$ cat config.mk
export PLATFORM = sky130hd
export DESIGN_NAME = dcache
export DESIGN_NICKNAME = d
export VERILOG_FILES = /design/src/logic/core_pkg.sv /design/src/logic/bus_pkg.sv /design/src/logic/dcache.sv
export SDC_FILE = /design/constraint.sdc
export NUM_CORES = 2
export LEC_CHECK = 0
export ABC_AREA = 1
export CORE_MARGIN = 2
export CORE_UTILIZATION = 50
export DETAILED_ROUTE_END_ITERATION = 7
export DONT_BUFFER_PORTS = 1
export SETUP_SLACK_MARGIN = 0.05
export SLEW_MARGIN = 10
export SYNTH_ARGS = -nofsm -noshare
export SYNTH_HDL_FRONTEND = slang
export SYNTH_SLANG_ARGS = --single-unit
$ cat constraint.sdc
create_clock -name clk -period 11.3 [get_ports clk]
set_input_delay 1.695 -clock clk [delete_from_list [all_inputs] [get_ports clk]]
set_output_delay 1.695 -clock clk [all_outputs]
set_load 0.02 [all_outputs]
$ cat src/logic/core_pkg.sv
//////////////////////////////////////////////////
// core pipeline types for the memory stage
// operation codes, stage records, cache geometry
//////////////////////////////////////////////////
`default_nettype none

package core_pkg;

    // direct mapped, one doubleword per line
    localparam int dcache_lines       = 16;
    localparam int dcache_index_bits  = 4;
    localparam int dcache_offset_bits = 3;
    localparam int dcache_tag_bits    = 64 - dcache_index_bits - dcache_offset_bits;

    typedef logic [63:0]                  dword_t;
    typedef logic [4:0]                   reg_idx_t;
    typedef logic [7:0]                   byte_strb_t;
    typedef logic [dcache_index_bits-1:0] dcache_idx_t;
    typedef logic [dcache_tag_bits-1:0]   dcache_tag_t;

    // explicit codes, golden file uses these numbers
    typedef enum logic [3:0] {
        op_none = 4'd0,
        op_alu  = 4'd1,
        op_lb   = 4'd2,
        op_lh   = 4'd3,
        op_lw   = 4'd4,
        op_ld   = 4'd5,
        op_lbu  = 4'd6,
        op_lhu  = 4'd7,
        op_lwu  = 4'd8,
        op_sb   = 4'd9,
        op_sh   = 4'd10,
        op_sw   = 4'd11,
        op_sd   = 4'd12
    } mem_op_e;

    // record from execute
    typedef struct packed {
        logic     valid;
        dword_t   pc;
        mem_op_e  op;
        reg_idx_t rd;
        reg_idx_t rs2;
        // address for loads and stores
        dword_t   alu_result;
        dword_t   store_src;
    } ex_mem_t;

    // record to write-back
    typedef struct packed {
        logic     valid;
        dword_t   pc;
        logic     wen;
        reg_idx_t rd;
        dword_t   wdata;
    } mem_wb_t;

    typedef enum logic [1:0] {
        idle,
        lookup,
        refill,
        write_wait
    } dcache_state_e;

    function automatic logic op_is_load(mem_op_e op);
        return op inside {op_lb, op_lh, op_lw, op_ld, op_lbu, op_lhu, op_lwu};
    endfunction

    function automatic logic op_is_store(mem_op_e op);
        return op inside {op_sb, op_sh, op_sw, op_sd};
    endfunction

endpackage

`default_nettype wire

$ cat src/logic/bus_pkg.sv
//////////////////////////////////////////////////
// memory bus types between cache and memory
// single beat request and response strobes
//////////////////////////////////////////////////
`default_nettype none

package bus_pkg;

    import core_pkg::*;

    // cycles from request strobe to response strobe
    localparam int mem_latency     = 2;
    localparam int mem_depth_words = 1024;
    localparam int mem_addr_bits   = $clog2(mem_depth_words);

    typedef logic [mem_addr_bits-1:0] mem_addr_t;

    // addr counts doublewords, not bytes
    typedef struct packed {
        logic       strobe;
        logic       we;
        dword_t     addr;
        dword_t     wdata;
        byte_strb_t wstrb;
    } mem_req_t;

    // also the write acknowledge
    typedef struct packed {
        logic   strobe;
        dword_t rdata;
    } mem_rsp_t;

endpackage

`default_nettype wire

$ cat src/logic/dcache.sv
//////////////////////////////////////////////////
// direct mapped write-through data cache
// no write allocate, one doubleword per line,
// refill fsm toward main memory
//////////////////////////////////////////////////
`timescale 1ns/1ns
`default_nettype none

module dcache import core_pkg::*; import bus_pkg::*; (
    input  logic       clk,
    input  logic       rst,
    // stage side
    input  logic       req_strobe,
    input  logic       req_we,
    input  dword_t     req_addr,
    input  dword_t     req_wdata,
    input  byte_strb_t req_wstrb,
    output logic       done_strobe,
    output dword_t     rdata,
    // memory side
    output mem_req_t   mem_req,
    input  mem_rsp_t   mem_rsp
);

    dcache_state_e           state;
    dcache_tag_t             tag_arr  [dcache_lines];
    dword_t                  data_arr [dcache_lines];
    logic [dcache_lines-1:0] valid_arr;

    // latched request
    dword_t      addr_q;
    dword_t      wdata_q;
    byte_strb_t  wstrb_q;

    dcache_idx_t idx;
    dcache_tag_t tag;
    logic        hit;

    assign idx = addr_q[dcache_offset_bits +: dcache_index_bits];
    assign tag = addr_q[63 -: dcache_tag_bits];
    assign hit = valid_arr[idx] && (tag_arr[idx] == tag);

    // hit answers in lookup, miss and store answer on the memory response
    assign done_strobe = ((state == lookup) && hit)
                       || (((state == refill) || (state == write_wait)) && mem_rsp.strobe);

    // refill data bypasses the array
    assign rdata = (state == refill) ? mem_rsp.rdata : data_arr[idx];

    always_ff @(posedge clk) begin
        mem_req.strobe <= 1'b0;
        case (state)
            idle: begin
                if (req_strobe) begin
                    addr_q  <= req_addr;
                    wdata_q <= req_wdata;
                    wstrb_q <= req_wstrb;
                    if (req_we) begin
                        // write-through goes out right away
                        mem_req <= '{strobe: 1'b1, we: 1'b1,
                                     addr: req_addr >> dcache_offset_bits,
                                     wdata: req_wdata, wstrb: req_wstrb};
                        state   <= write_wait;
                    end else begin
                        state <= lookup;
                    end
                end
            end
            lookup: begin
                if (hit) begin
                    state <= idle;
                end else begin
                    mem_req <= '{strobe: 1'b1, we: 1'b0,
                                 addr: addr_q >> dcache_offset_bits,
                                 wdata: '0, wstrb: '0};
                    state   <= refill;
                end
            end
            refill: begin
                if (mem_rsp.strobe) begin
                    data_arr[idx]  <= mem_rsp.rdata;
                    tag_arr[idx]   <= tag;
                    valid_arr[idx] <= 1'b1;
                    state          <= idle;
                end
            end
            write_wait: begin
                if (mem_rsp.strobe) begin
                    // merge only into a line already present
                    if (hit) begin
                        for (int i = 0; i < 8; i++) begin
                            if (wstrb_q[i]) begin
                                data_arr[idx][8*i +: 8] <= wdata_q[8*i +: 8];
                            end
                        end
                    end
                    state <= idle;
                end
            end
            default: state <= idle;
        endcase
        if (rst) begin
            state          <= idle;
            valid_arr      <= '0;
            mem_req.strobe <= 1'b0;
        end
    end

endmodule

`default_nettype wire

==> key figures <==
Logic synthesis
  • Post-synth EDFFs: 2,203
  • Compound-Gate Fraction of Synth Area: 8.361%
  • Synth Flop Type: edfxtp_1
  • Synth top area cells: edfxtp_1 (73%), nand2_1 (5.6%), nor2_1 (4.3%), o21ai_0 (3.8%), nand3_1 (3.3%)
  • Post-Synth Simple-Gate Area: 13.53%
  • Ys Warns: 0
  • Mapped Avg Cell Area: 12.02 sq um
  • Synth async-reset ratio: 0%
  • Largest family of logic cells by synthesized area: simple AND/OR/NAND/NOR gates
  • Post-Syn Area: 90,360 sq um
  • XOR/XNOR Fraction of Synth Area: 0%
  • Share of the synthesized area in the top cell type: 73.21%
  • Netlist cell types: 29
  • FF+latch count, synth: 2,226
  • Post-Synth Adder-Cell Area: 0%
  • Post-Synthesis Cells: 7,516
  • Post-synthesis sequential area ratio: 73.72%
  • Post-synthesis mux area share: 0%
  • Area leader, netlist: edfxtp_1

Drt
  • WL per Instance: 24.76 um
  • Vias post-DR: 56,910
  • DRC Markers: 0
  • DRT iter0 DRCs: 5,756
  • First-pass iteration count of the detailed router: 6
  • Antenna viol nets, final: 0
  • Final WL: 245,900 um
  • Via density: 5.730

Place
  • DP Worst Slack: 4.455 ns
  • PortBufs: 0
  • Placed inst area: 92,180 sq um
  • Detailed Place HPWL: 133,400 um
  • RePlAce Congestion: 0.8123

Power
  • Comb power frac: 10.5%
  • PD cells: 188.8 nW/um^2
  • Clock power frac: 39.2%
  • Power Internal: 0.01393 W
  • Switching part of the total power: 25.83%
  • Peak VDD IR: 0.1766 mV
  • P_sw: 0.004853 W
  • Leak pwr: 35.08 nW
  • Seq pwr share: 50.3%
  • Total Power: 0.01879 W

Worst setup path
  • Critical Path Fanout Max: 248
  • Setup CP Type: reg2out
  • Worst setup SP type: flop
  • Worst Path Arrival: 6.22 ns
  • Reg2reg setup slack: 4.71 ns
  • Crit. End Element: output port
  • Crit path required time: 9.61 ns

Timing
  • Worst slew margin: 11.68%
  • RSZ-0062 raised after global routing: false
  • Period utilization: 70.06%
  • Final setup fails: 0
  • Final min period: 7.917 ns
  • Hold Vio Cnt, Final: 0
  • Max Fclk: 0.1263 GHz
  • Actual slew at the worst max-slew pin: 1.319 ns
  • Final setup margin: 3.383 ns
  • Clock Skew: 0.05262 ns
  • Fin. max-slew vios: 0
  • Setup TNS Final: 0 ns

Clocking
  • Post-CTS Hold Buffers: 0
  • Root buf cell: clkbuf_16
  • Num CTS Buffers: 224
  • CTS tree: done
  • CTS H-tree depth: 4
  • Post-CTS setup buffer count: 0
  • Clock sink count: 2,226
  • Clock insertion delay at the later pin of the skew report: 0.89 ns
  • CTS resizes: 0
  • CTS clock-pin slew for the worst setup and hold paths: 0.06 ns
  • Clk buf depth: 3

Cells and area
  • Nets: 7,556
  • Share of layout cells above drive strength 1: 5.980%
  • Area growth from synthesis to layout: 10.12%
  • Cell area after layout: 99,500 sq um

Floorplanning
  • Area of the core: 180,200 sq um
  • Die width: 429.1 um
  • IO Count: 408
  • Std-Cell Rows: 156
  • DIE AREA: 184,100 sq um
  • Die H: 429.1 um
  • Initial Util: 50.15%

Flow run
  • Max Cap Viol: 0

Global route
  • Gr ovfl total: 0
  • Global-route wire length before repair: 360,100 um
  • Initial antenna violation count: 10
  • Vias in the first global route: 54,090
  • Tot GR Track Use: 26.30%
  • Pin count of the biggest net entering global routing: 249

Run status
  • Status: finished, final reports clean

Worst hold path
  • Path type of the worst min-delay path: reg2reg
[through the flow]
step / instances / hold WS (ns) / utilization [%]
finish: 9932 / 0.4693 / 55.23
global route: 9926 / 0.4852 / 55.22
CTS: 9912 / 0.4726 / 55.20
detailed placement: 9495 / 0.4596 / 51.17
global placement: 9495 / 0.4515 / 51.17
floorplan: 7518 / 0.4399 / -
[cells in the mapped netlist (5+ instances only)]
master       n
inv_2        5
or2_2        5
dfxtp_1     23
nand3_4      8
clkbuf_1   292
edfxtp_1  2203
buf_1       40
a31oi_1     64
a21oi_1    138
o21ai_1     97
buf_4       39
buf_2      107
o221ai_1   196
nand2_1   1360
o211ai_1    59
nor2_1    1028
nand3_1    600
clkinv_1    18
o21ai_0    688
o22ai_1     60
inv_1      474
[cell usage in the layout (no fill, tap or decap), types with 22 or more instances in the layout]
cell	instances
clkinv_2	45
clkbuf_16	225
buf_4	80
o211ai_1	59
a31oi_1	64
clkbuf_1	50
inv_1	473
o21ai_0	688
clkinv_1	70
edfxtp_1	2203
nand2_1	1358
nand3_1	600
bufinv_16	22
o21ai_1	94
a21oi_1	138
nor2_1	1012
o221ai_1	196
o22ai_1	60
[area by class of cell]
cell class / count / area (sq um)
multi-input combinational: 4315 / 19940
tap: 2370 / 2965
inverter: 497 / 1917
sequential: 2226 / 66630
fill: 14830 / 80660
antenna: 20 / 50.05
timing repair buffer: 87 / 740.7
clock buffer: 281 / 5901
clock inverter: 136 / 1358
[worst max-delay path, stage by stage (launching register included)]
cell and delay (ns):
dfxtp_4 0.88, buf_4 0.86, buf_12 0.77, buf_12 0.72, o21ai_0 0.21, o22ai_1 0.24, nor2_1 0.06, nor2_1 0.15
o21ai_0 0.26, a31oi_1 0.65
[power groups by stage]
stage	Clock, W	Sequential, W	Combinational (W)
6_report	0.00736	0.00944	0.00198
5_1_grt	0.00779	0.00946	0.00217
4_1_cts	0.00747	0.00945	0.00198
3_5_place_dp	0	0.00962	0.00198
3_3_place_gp	0	0.00961	0.00195
2_1_floorplan	0	0.00955	0.00137
[cells by family (layout without fill, tap and decap cells)]
kind of cell	after synthesis	after routing
AOI/OAI and AO/OA	1302	1302
DFF	2226	2226
and+or+nand+nor	3010	3010
other	1	23
buffers and inverters	977	1001
[flip-flops by register name (all words and copies together), names as in the netlist, named ones only]
| register | cells |
|---|---|
| addr_q | 61 |
| wdata_q | 64 |
| mem_req | 135 |
| state | 2 |
| wstrb_q | 8 |
| data_arr | 1024 |
| tag_arr | 912 |
| valid_arr | 16 |
[metal layers]
metal / vias to the layer above / wire length, um / GRT usage (%)
met5: - / 0 / 0
met4: 0 / 9310 / 9.906
met3: 420 / 15400 / 3.742
met2: 2024 / 122100 / 44.17
met1: 28190 / 99090 / 34.88
li1: 26280 / - / -
[final timing paths]
kind                                    end                 startpoint  cells after the start
hold reg to reg   valid_arr[2]$_SDFFE_PP0P_  valid_arr[2]$_SDFFE_PP0P_                      2
setup / recovery                  rdata[51]                       flop                      9
hold / removal    valid_arr[2]$_SDFFE_PP0P_  valid_arr[2]$_SDFFE_PP0P_                      2
setup reg to reg  data_arr[11][1]$_DFFE_PP_                       flop                     16
Note: power is estimated with default switching activity, not from simulation.
