[config.mk]
export PLATFORM = sky130hd
export DESIGN_NAME = mem_stage
export DESIGN_NICKNAME = d
export VERILOG_FILES = /design/src/logic/core_pkg.sv /design/src/logic/lsu_format.sv /design/src/logic/mem_stage.sv
export SDC_FILE = /design/constraint.sdc
export NUM_CORES = 1
export LEC_CHECK = 0
export ABC_CLOCK_PERIOD_IN_PS = 7800
export BUFFER_PORTS_ARGS = -buffer_cell sky130_fd_sc_hd__buf_2
export CAP_MARGIN = 5
export CORE_AREA = 5 5 237 239
export DETAILED_ROUTE_END_ITERATION = 10
export DIE_AREA = 0 0 242 244
export HOLD_SLACK_MARGIN = 0.02
export PLACE_DENSITY = 0.58
export SYNTH_ARGS = -nofsm -noshare
export SYNTH_HDL_FRONTEND = slang
export SYNTH_SLANG_ARGS = --single-unit
[constraint.sdc]
create_clock -name clk -period 7.8 [get_ports clk]
set_input_delay 0.78 -clock clk [delete_from_list [all_inputs] [get_ports clk]]
set_output_delay 0.78 -clock clk [all_outputs]
set_load 0.02 [all_outputs]
[src/logic/core_pkg.sv]
//////////////////////////////////////////////////
// core pipeline types for the memory stage
// operation codes, stage records, cache geometry
//////////////////////////////////////////////////
`default_nettype none

package core_pkg;

    // direct mapped, one doubleword per line
    localparam int dcache_lines       = 16;
    localparam int dcache_index_bits  = 4;
    localparam int dcache_offset_bits = 3;
    localparam int dcache_tag_bits    = 64 - dcache_index_bits - dcache_offset_bits;

    typedef logic [63:0]                  dword_t;
    typedef logic [4:0]                   reg_idx_t;
    typedef logic [7:0]                   byte_strb_t;
    typedef logic [dcache_index_bits-1:0] dcache_idx_t;
    typedef logic [dcache_tag_bits-1:0]   dcache_tag_t;

    // explicit codes, golden file uses these numbers
    typedef enum logic [3:0] {
        op_none = 4'd0,
        op_alu  = 4'd1,
        op_lb   = 4'd2,
        op_lh   = 4'd3,
        op_lw   = 4'd4,
        op_ld   = 4'd5,
        op_lbu  = 4'd6,
        op_lhu  = 4'd7,
        op_lwu  = 4'd8,
        op_sb   = 4'd9,
        op_sh   = 4'd10,
        op_sw   = 4'd11,
        op_sd   = 4'd12
    } mem_op_e;

    // record from execute
    typedef struct packed {
        logic     valid;
        dword_t   pc;
        mem_op_e  op;
        reg_idx_t rd;
        reg_idx_t rs2;
        // address for loads and stores
        dword_t   alu_result;
        dword_t   store_src;
    } ex_mem_t;

    // record to write-back
    typedef struct packed {
        logic     valid;
        dword_t   pc;
        logic     wen;
        reg_idx_t rd;
        dword_t   wdata;
    } mem_wb_t;

    typedef enum logic [1:0] {
        idle,
        lookup,
        refill,
        write_wait
    } dcache_state_e;

    function automatic logic op_is_load(mem_op_e op);
        return op inside {op_lb, op_lh, op_lw, op_ld, op_lbu, op_lhu, op_lwu};
    endfunction

    function automatic logic op_is_store(mem_op_e op);
        return op inside {op_sb, op_sh, op_sw, op_sd};
    endfunction

endpackage

`default_nettype wire

[src/logic/lsu_format.sv]
//////////////////////////////////////////////////
// load/store data formatting
// store lane alignment with byte strobe, load
// lane select with sign or zero extension
//////////////////////////////////////////////////
`timescale 1ns/1ns
`default_nettype none

module lsu_format import core_pkg::*; (
    input  mem_op_e    op,
    input  dword_t     addr,
    input  dword_t     store_src,
    input  dword_t     load_raw,
    output dword_t     store_data,
    output byte_strb_t store_strb,
    output dword_t     load_value
);

    logic [2:0] offset;
    logic [5:0] shift;
    dword_t     lane;

    // byte offset inside the doubleword
    assign offset = addr[2:0];
    assign shift  = {offset, 3'b000};

    // addressed lane moved down to bit 0
    assign lane = load_raw >> shift;

    // store side
    always_comb begin
        store_data = '0;
        store_strb = '0;
        case (op)
            op_sb: begin
                store_data = {56'b0, store_src[7:0]} << shift;
                store_strb = 8'h01 << offset;
            end
            op_sh: begin
                store_data = {48'b0, store_src[15:0]} << shift;
                store_strb = 8'h03 << offset;
            end
            op_sw: begin
                store_data = {32'b0, store_src[31:0]} << shift;
                store_strb = 8'h0f << offset;
            end
            op_sd: begin
                store_data = store_src;
                store_strb = 8'hff;
            end
            // loads and non-memory ops write nothing
            default: ;
        endcase
    end

    // load side
    always_comb begin
        case (op)
            op_lb:   load_value = {{56{lane[7]}}, lane[7:0]};
            op_lh:   load_value = {{48{lane[15]}}, lane[15:0]};
            op_lw:   load_value = {{32{lane[31]}}, lane[31:0]};
            op_ld:   load_value = load_raw;
            op_lbu:  load_value = {56'b0, lane[7:0]};
            op_lhu:  load_value = {48'b0, lane[15:0]};
            op_lwu:  load_value = {32'b0, lane[31:0]};
            default: load_value = '0;
        endcase
    end

endmodule

`default_nettype wire

[src/logic/mem_stage.sv]
//////////////////////////////////////////////////
// memory access pipeline stage
// holds one record, issues one cache request per
// memory op, forwards store data, builds the
// write-back record
//////////////////////////////////////////////////
`timescale 1ns/1ns
`default_nettype none

module mem_stage import core_pkg::*; (
    input  logic       clk,
    input  logic       rst,
    // execute side
    input  ex_mem_t    ex_in,
    output logic       ex_ready,
    // write-back side
    output mem_wb_t    wb_out,
    input  logic       wb_ready,
    // instruction in write-back
    input  logic       fwd_wen,
    input  reg_idx_t   fwd_rd,
    input  dword_t     fwd_data,
    // cache request
    output logic       req_strobe,
    output logic       req_we,
    output dword_t     req_addr,
    output dword_t     req_wdata,
    output byte_strb_t req_wstrb,
    // cache answer
    input  logic       done_strobe,
    input  dword_t     rdata
);

    ex_mem_t cur;
    logic    issued;
    logic    done_seen;
    logic    is_load;
    logic    is_store;
    logic    is_mem;
    logic    waiting;
    logic    fwd_hit;
    dword_t  store_src;
    dword_t  load_value;
    dword_t  load_hold;

    // stage register, loads whenever ex_ready
    always_ff @(posedge clk) begin
        if (ex_ready) begin
            cur <= ex_in;
        end
        if (rst) begin
            cur.valid <= 1'b0;
        end
    end

    assign is_load  = op_is_load(cur.op);
    assign is_store = op_is_store(cur.op);
    assign is_mem   = cur.valid && (is_load || is_store);

    // memory op still waiting for the cache
    assign waiting  = is_mem && !(done_strobe || done_seen);
    assign ex_ready = waiting ? 1'b0 : wb_ready;

    // request flag and done flag, cleared when the record leaves
    always_ff @(posedge clk) begin
        if (rst) begin
            issued    <= 1'b0;
            done_seen <= 1'b0;
        end else if (ex_ready) begin
            issued    <= 1'b0;
            done_seen <= 1'b0;
        end else begin
            if (req_strobe) begin
                issued <= 1'b1;
            end
            if (done_strobe) begin
                done_seen <= 1'b1;
            end
        end
    end

    // write-back value overrides a stale rs2
    assign fwd_hit   = fwd_wen && (fwd_rd == cur.rs2) && (cur.rs2 != 5'd0);
    assign store_src = fwd_hit ? fwd_data : cur.store_src;

    lsu_format u_format (
        .op         (cur.op),
        .addr       (cur.alu_result),
        .store_src  (store_src),
        .load_raw   (rdata),
        .store_data (req_wdata),
        .store_strb (req_wstrb),
        .load_value (load_value)
    );

    // one request on the first cycle in the register
    assign req_strobe = is_mem && !issued;
    assign req_we     = is_store;
    assign req_addr   = cur.alu_result;

    // formatted load data kept across a write-back stall
    always_ff @(posedge clk) begin
        if (done_strobe) begin
            load_hold <= load_value;
        end
    end

    always_comb begin
        wb_out.valid = cur.valid && (!is_mem || done_strobe || done_seen);
        wb_out.pc    = cur.pc;
        wb_out.rd    = cur.rd;
        // x0 never written
        wb_out.wen   = (is_load || (cur.op == op_alu)) && (cur.rd != 5'd0);
        if (is_load) begin
            wb_out.wdata = done_strobe ? load_value : load_hold;
        end else if (cur.op == op_alu) begin
            wb_out.wdata = cur.alu_result;
        end else begin
            wb_out.wdata = '0;
        end
    end

endmodule

`default_nettype wire

==> results.py <==
metrics = {
    "drt": {
        "drt_iter0_drc": 1226,
        "routedWlPerCell_um": 27.2,
        "via_count": 12630,
        "wl_um": 66000,
        "via_per_inst": 5.20,
        "route.detailed.drc": 0,
        "postRouteAntennaNets": 0,
        "first_pass_iters": 5,
    },
    "clocking": {
        "cts_tree": "yes",
        "clk_path_buf_depth": 3,
        "clk_latency_ns": 0.54,
        "cts_hold_buf": 0,
        "clock_sinks": 273,
        "cts_buffers": 35,
        "post_cts_resized": 0,
        "htreeDepth": 2,
        "clkTransAtPathRegs_ns": 0.06,
        "root_buffer": "clkbuf_16",
        "post_cts_buffers": 0,
    },
    "worst_setup_path": {
        "crit_cells": 8,
        "crit_chain": "buf_4, mux2i_1, mux4_2, a2bb2oi_4, o311a_2, a21oi_1, a22o_1, buf_2",
        "crit_slowest_cell": "o311a_2",
        "critical_path_class": "reg2out",
        "critPathMaxFanout": 75,
        "arrival_ns": 4.88,
        "worst-r2r-cell-count": 6,
        "crit_family": "compound AO/OA/AOI/OAI gates",
        "critPathCaptureType": "output pin",
        "required_ns": 7.02,
        "path_buf_inv": 2,
        "slowest_delay_ns": 1.06,
        "cp-start-kind": "flop",
    },
    "die": {
        "core-area_sq_mm": 0.0536,
        "die_w_um": 242,
        "start_util_pct": 26.9,
        "io_pins": 619,
        "fp.dieH_um": 244,
        "rows": 85,
        "die-area_sq_mm": 0.0590,
    },
    "synth": {
        "async_flop_share_pct": 0,
        "seq_area_frac_synth_pct": 52.1,
        "ys_ff_latch": 273,
        "netlist_area_sq_mm": 0.0144,
        "synth_edf_count": 206,
        "syn_area_per_cell_sq_um": 11.6,
        "yosysWarningCount": 0,
        "synthesis.nets": 1585,
        "synth_cells": 1240,
        "synthFlopType": "edfxtp_1",
        "synth_cell_types": 59,
    },
    "finish": {
        "register_area_sq_mm": 0.00753,
        "layout.cells.non_filler": 2428,
        "syn_to_final_growth_pct": 26.6,
        "n_fill_cell": 5520,
        "drive_gt1_share_pct": 45.4,
        "stdcell_area_sq_mm": 0.0183,
        "multi_input_area_sq_mm": 0.00556,
        "fin_nets": 2041,
    },
    "placed_design": {
        "place_inst": 2355,
        "preCtsSetupSlack_ns": 2.78,
        "io_buffers": 618,
        "placed_area_sq_mm": 0.0172,
        "gp_congestion": 0.933,
        "dpl.hpwl_um": 50700,
    },
    "sta": {
        "drv_slew": 0,
        "worst_clock_skew_ns": 0.0233,
        "maxSlewHeadroom_pct": 15.8,
        "worst_slack_ns": 2.14,
        "setup-tns-final_ns": 0,
        "tightest_slew_ns": 1.26,
        "finalCritPeriodShare_pct": 72.5,
        "max_freq_ghz": 0.177,
        "hold_viol_final": 0,
        "min_period_ns": 5.66,
        "setup_violations": 0,
        "rsz0062_at_grt": "false",
    },
    "worst_hold_path": {
        "hp-class": "in2reg",
        "hold_depth": 1,
    },
    "global_routing": {
        "top_usage_layer": "met2",
        "grt_use_met2_pct": 32.2,
        "grt_pass1_wl_um": 92500,
        "grtUsageMet1_pct": 29.6,
        "grt_usage_pct": 21.0,
        "grt_max_degree": 76,
        "use_met3_pct": 5.31,
        "antenna_found_initial": 16,
        "grt_pass1_vias": 12598,
        "overflow": 0,
    },
    "power": {
        "power_w": 0.00394,
        "power_density_mw_per_mm2": 216,
        "irDropWorstVdd_uv": 170,
        "p_leak_nw": 7.67,
    },
    "status": {
        "outcome": "complete, no violations",
    },
    "run": {
        "maxCapViolCount": 0,
    },
}
## registers in the layout, summed over array words and instances, names as in the netlist
| name | flops |
|---|---|
| done_seen | 1 |
| load_hold | 64 |
| cur | 74 |
| issued | 1 |
| req_addr | 64 |
| wb_out | 69 |
## per-layer routing
| layer | vias to the layer above | wire (um) |
|---|---|---|
| li1 | 5524 | - |
| met1 | 6283 | 28900 |
| met2 | 720 | 29800 |
| met3 | 99 | 5590 |
| met4 | 4 | 1610 |
| met5 | - | 27 |
## path summary, 6_finish.rpt
path / startpoint / endpoint / slack (ns)
hold / removal: ex_in[66] / req_addr[2] / 0.41
setup / recovery: req_addr[0] / wb_out[32] / 2.14
setup reg to reg: req_addr[0] / load_hold[33] / 3.69
hold reg to reg: load_hold[7] / load_hold[7] / 0.48
## synthesized netlist by cell type, drive strengths merged (17+ instances only)
cell	instances	area, sq um
a21oi	47	344
a22o	49	429
a22oi	17	128
a31oi	18	113
buf	159	1150
clkbuf	56	210
dfxtp	67	1340
edfxtp	206	6190
mux2	21	236
mux2i	101	1010
mux4	17	383
nand2	97	364
nand3	18	90.1
nor2	72	270
nor2b	21	131
o21ai	34	170
o221ai	23	201
o22a	22	193
o22ai	27	169
o2bb2ai	20	175
or2	20	125
## worst reg2reg max path, cell delays in order (launching register included)
cell       delay, ns
edfxtp_1        0.51
buf_4           0.92
mux2i_1         0.34
mux4_2          0.34
a2bb2oi_4       0.45
o311a_2         1.06
a21oi_1         0.30
## placed cells by master, fill, tap and decap left out, types with 18 or more instances in the layout
cell,instances
a21oi_1,18
a21oi_2,29
a22o_1,49
a31oi_1,18
buf_2,618
clkbuf_16,35
dfxtp_1,67
edfxtp_1,206
mux2_2,20
mux2i_1,101
nand2_1,97
nand3_1,18
nor2_1,70
nor2b_1,21
o21ai_0,33
o221ai_1,23
o22a_1,22
o22ai_1,27
o2bb2ai_1,20
or2_2,20
## power breakdown
part | switching, W | total, W | internal, W
sequential | 0.0000461 | 0.00172 | 0.00167
clock | 0.000664 | 0.00153 | 0.000871
combinational | 0.000442 | 0.000688 | 0.000246
total | 0.00115 | 0.00394 | 0.00279
## cells by family (layout without fill, tap and decap cells)
kind of cell	count (synthesis)	in the layout	share of synthesized area (%)
AOI/OAI and AO/OA	328	328	17.8
xor gates and xnor gates	6	6	0.364
adders and majority gates	1	1	0.0693
buffers and inverters	222	703	9.63
DFF	273	273	52.1
muxes	139	139	11.3
other	0	11	0
and+or+nand+nor	271	271	8.72
## area by class of cell
class / count / area share, %
Timing Repair Buffer: 634 / 17.6
Tap cell: 696 / 4.76
Multi-Input combinational cell: 745 / 30.4
Antenna cell: 11 / 0.151
Inverter: 7 / 0.144
Sequential cell: 273 / 41.2
Clock inverter: 22 / 0.876
Clock buffer: 40 / 4.95
## per-stage QoR
step | hold slack, ns | util, %
2_1_floorplan | 0.428 | -
3_3_place_gp | 0.444 | 32.1
3_5_place_dp | 0.459 | 32.1
4_1_cts | 0.361 | 34.1
5_1_grt | 0.368 | 34.1
6_report | 0.407 | 34.1
No activity file was read; power rests on OpenSTA's default activity.
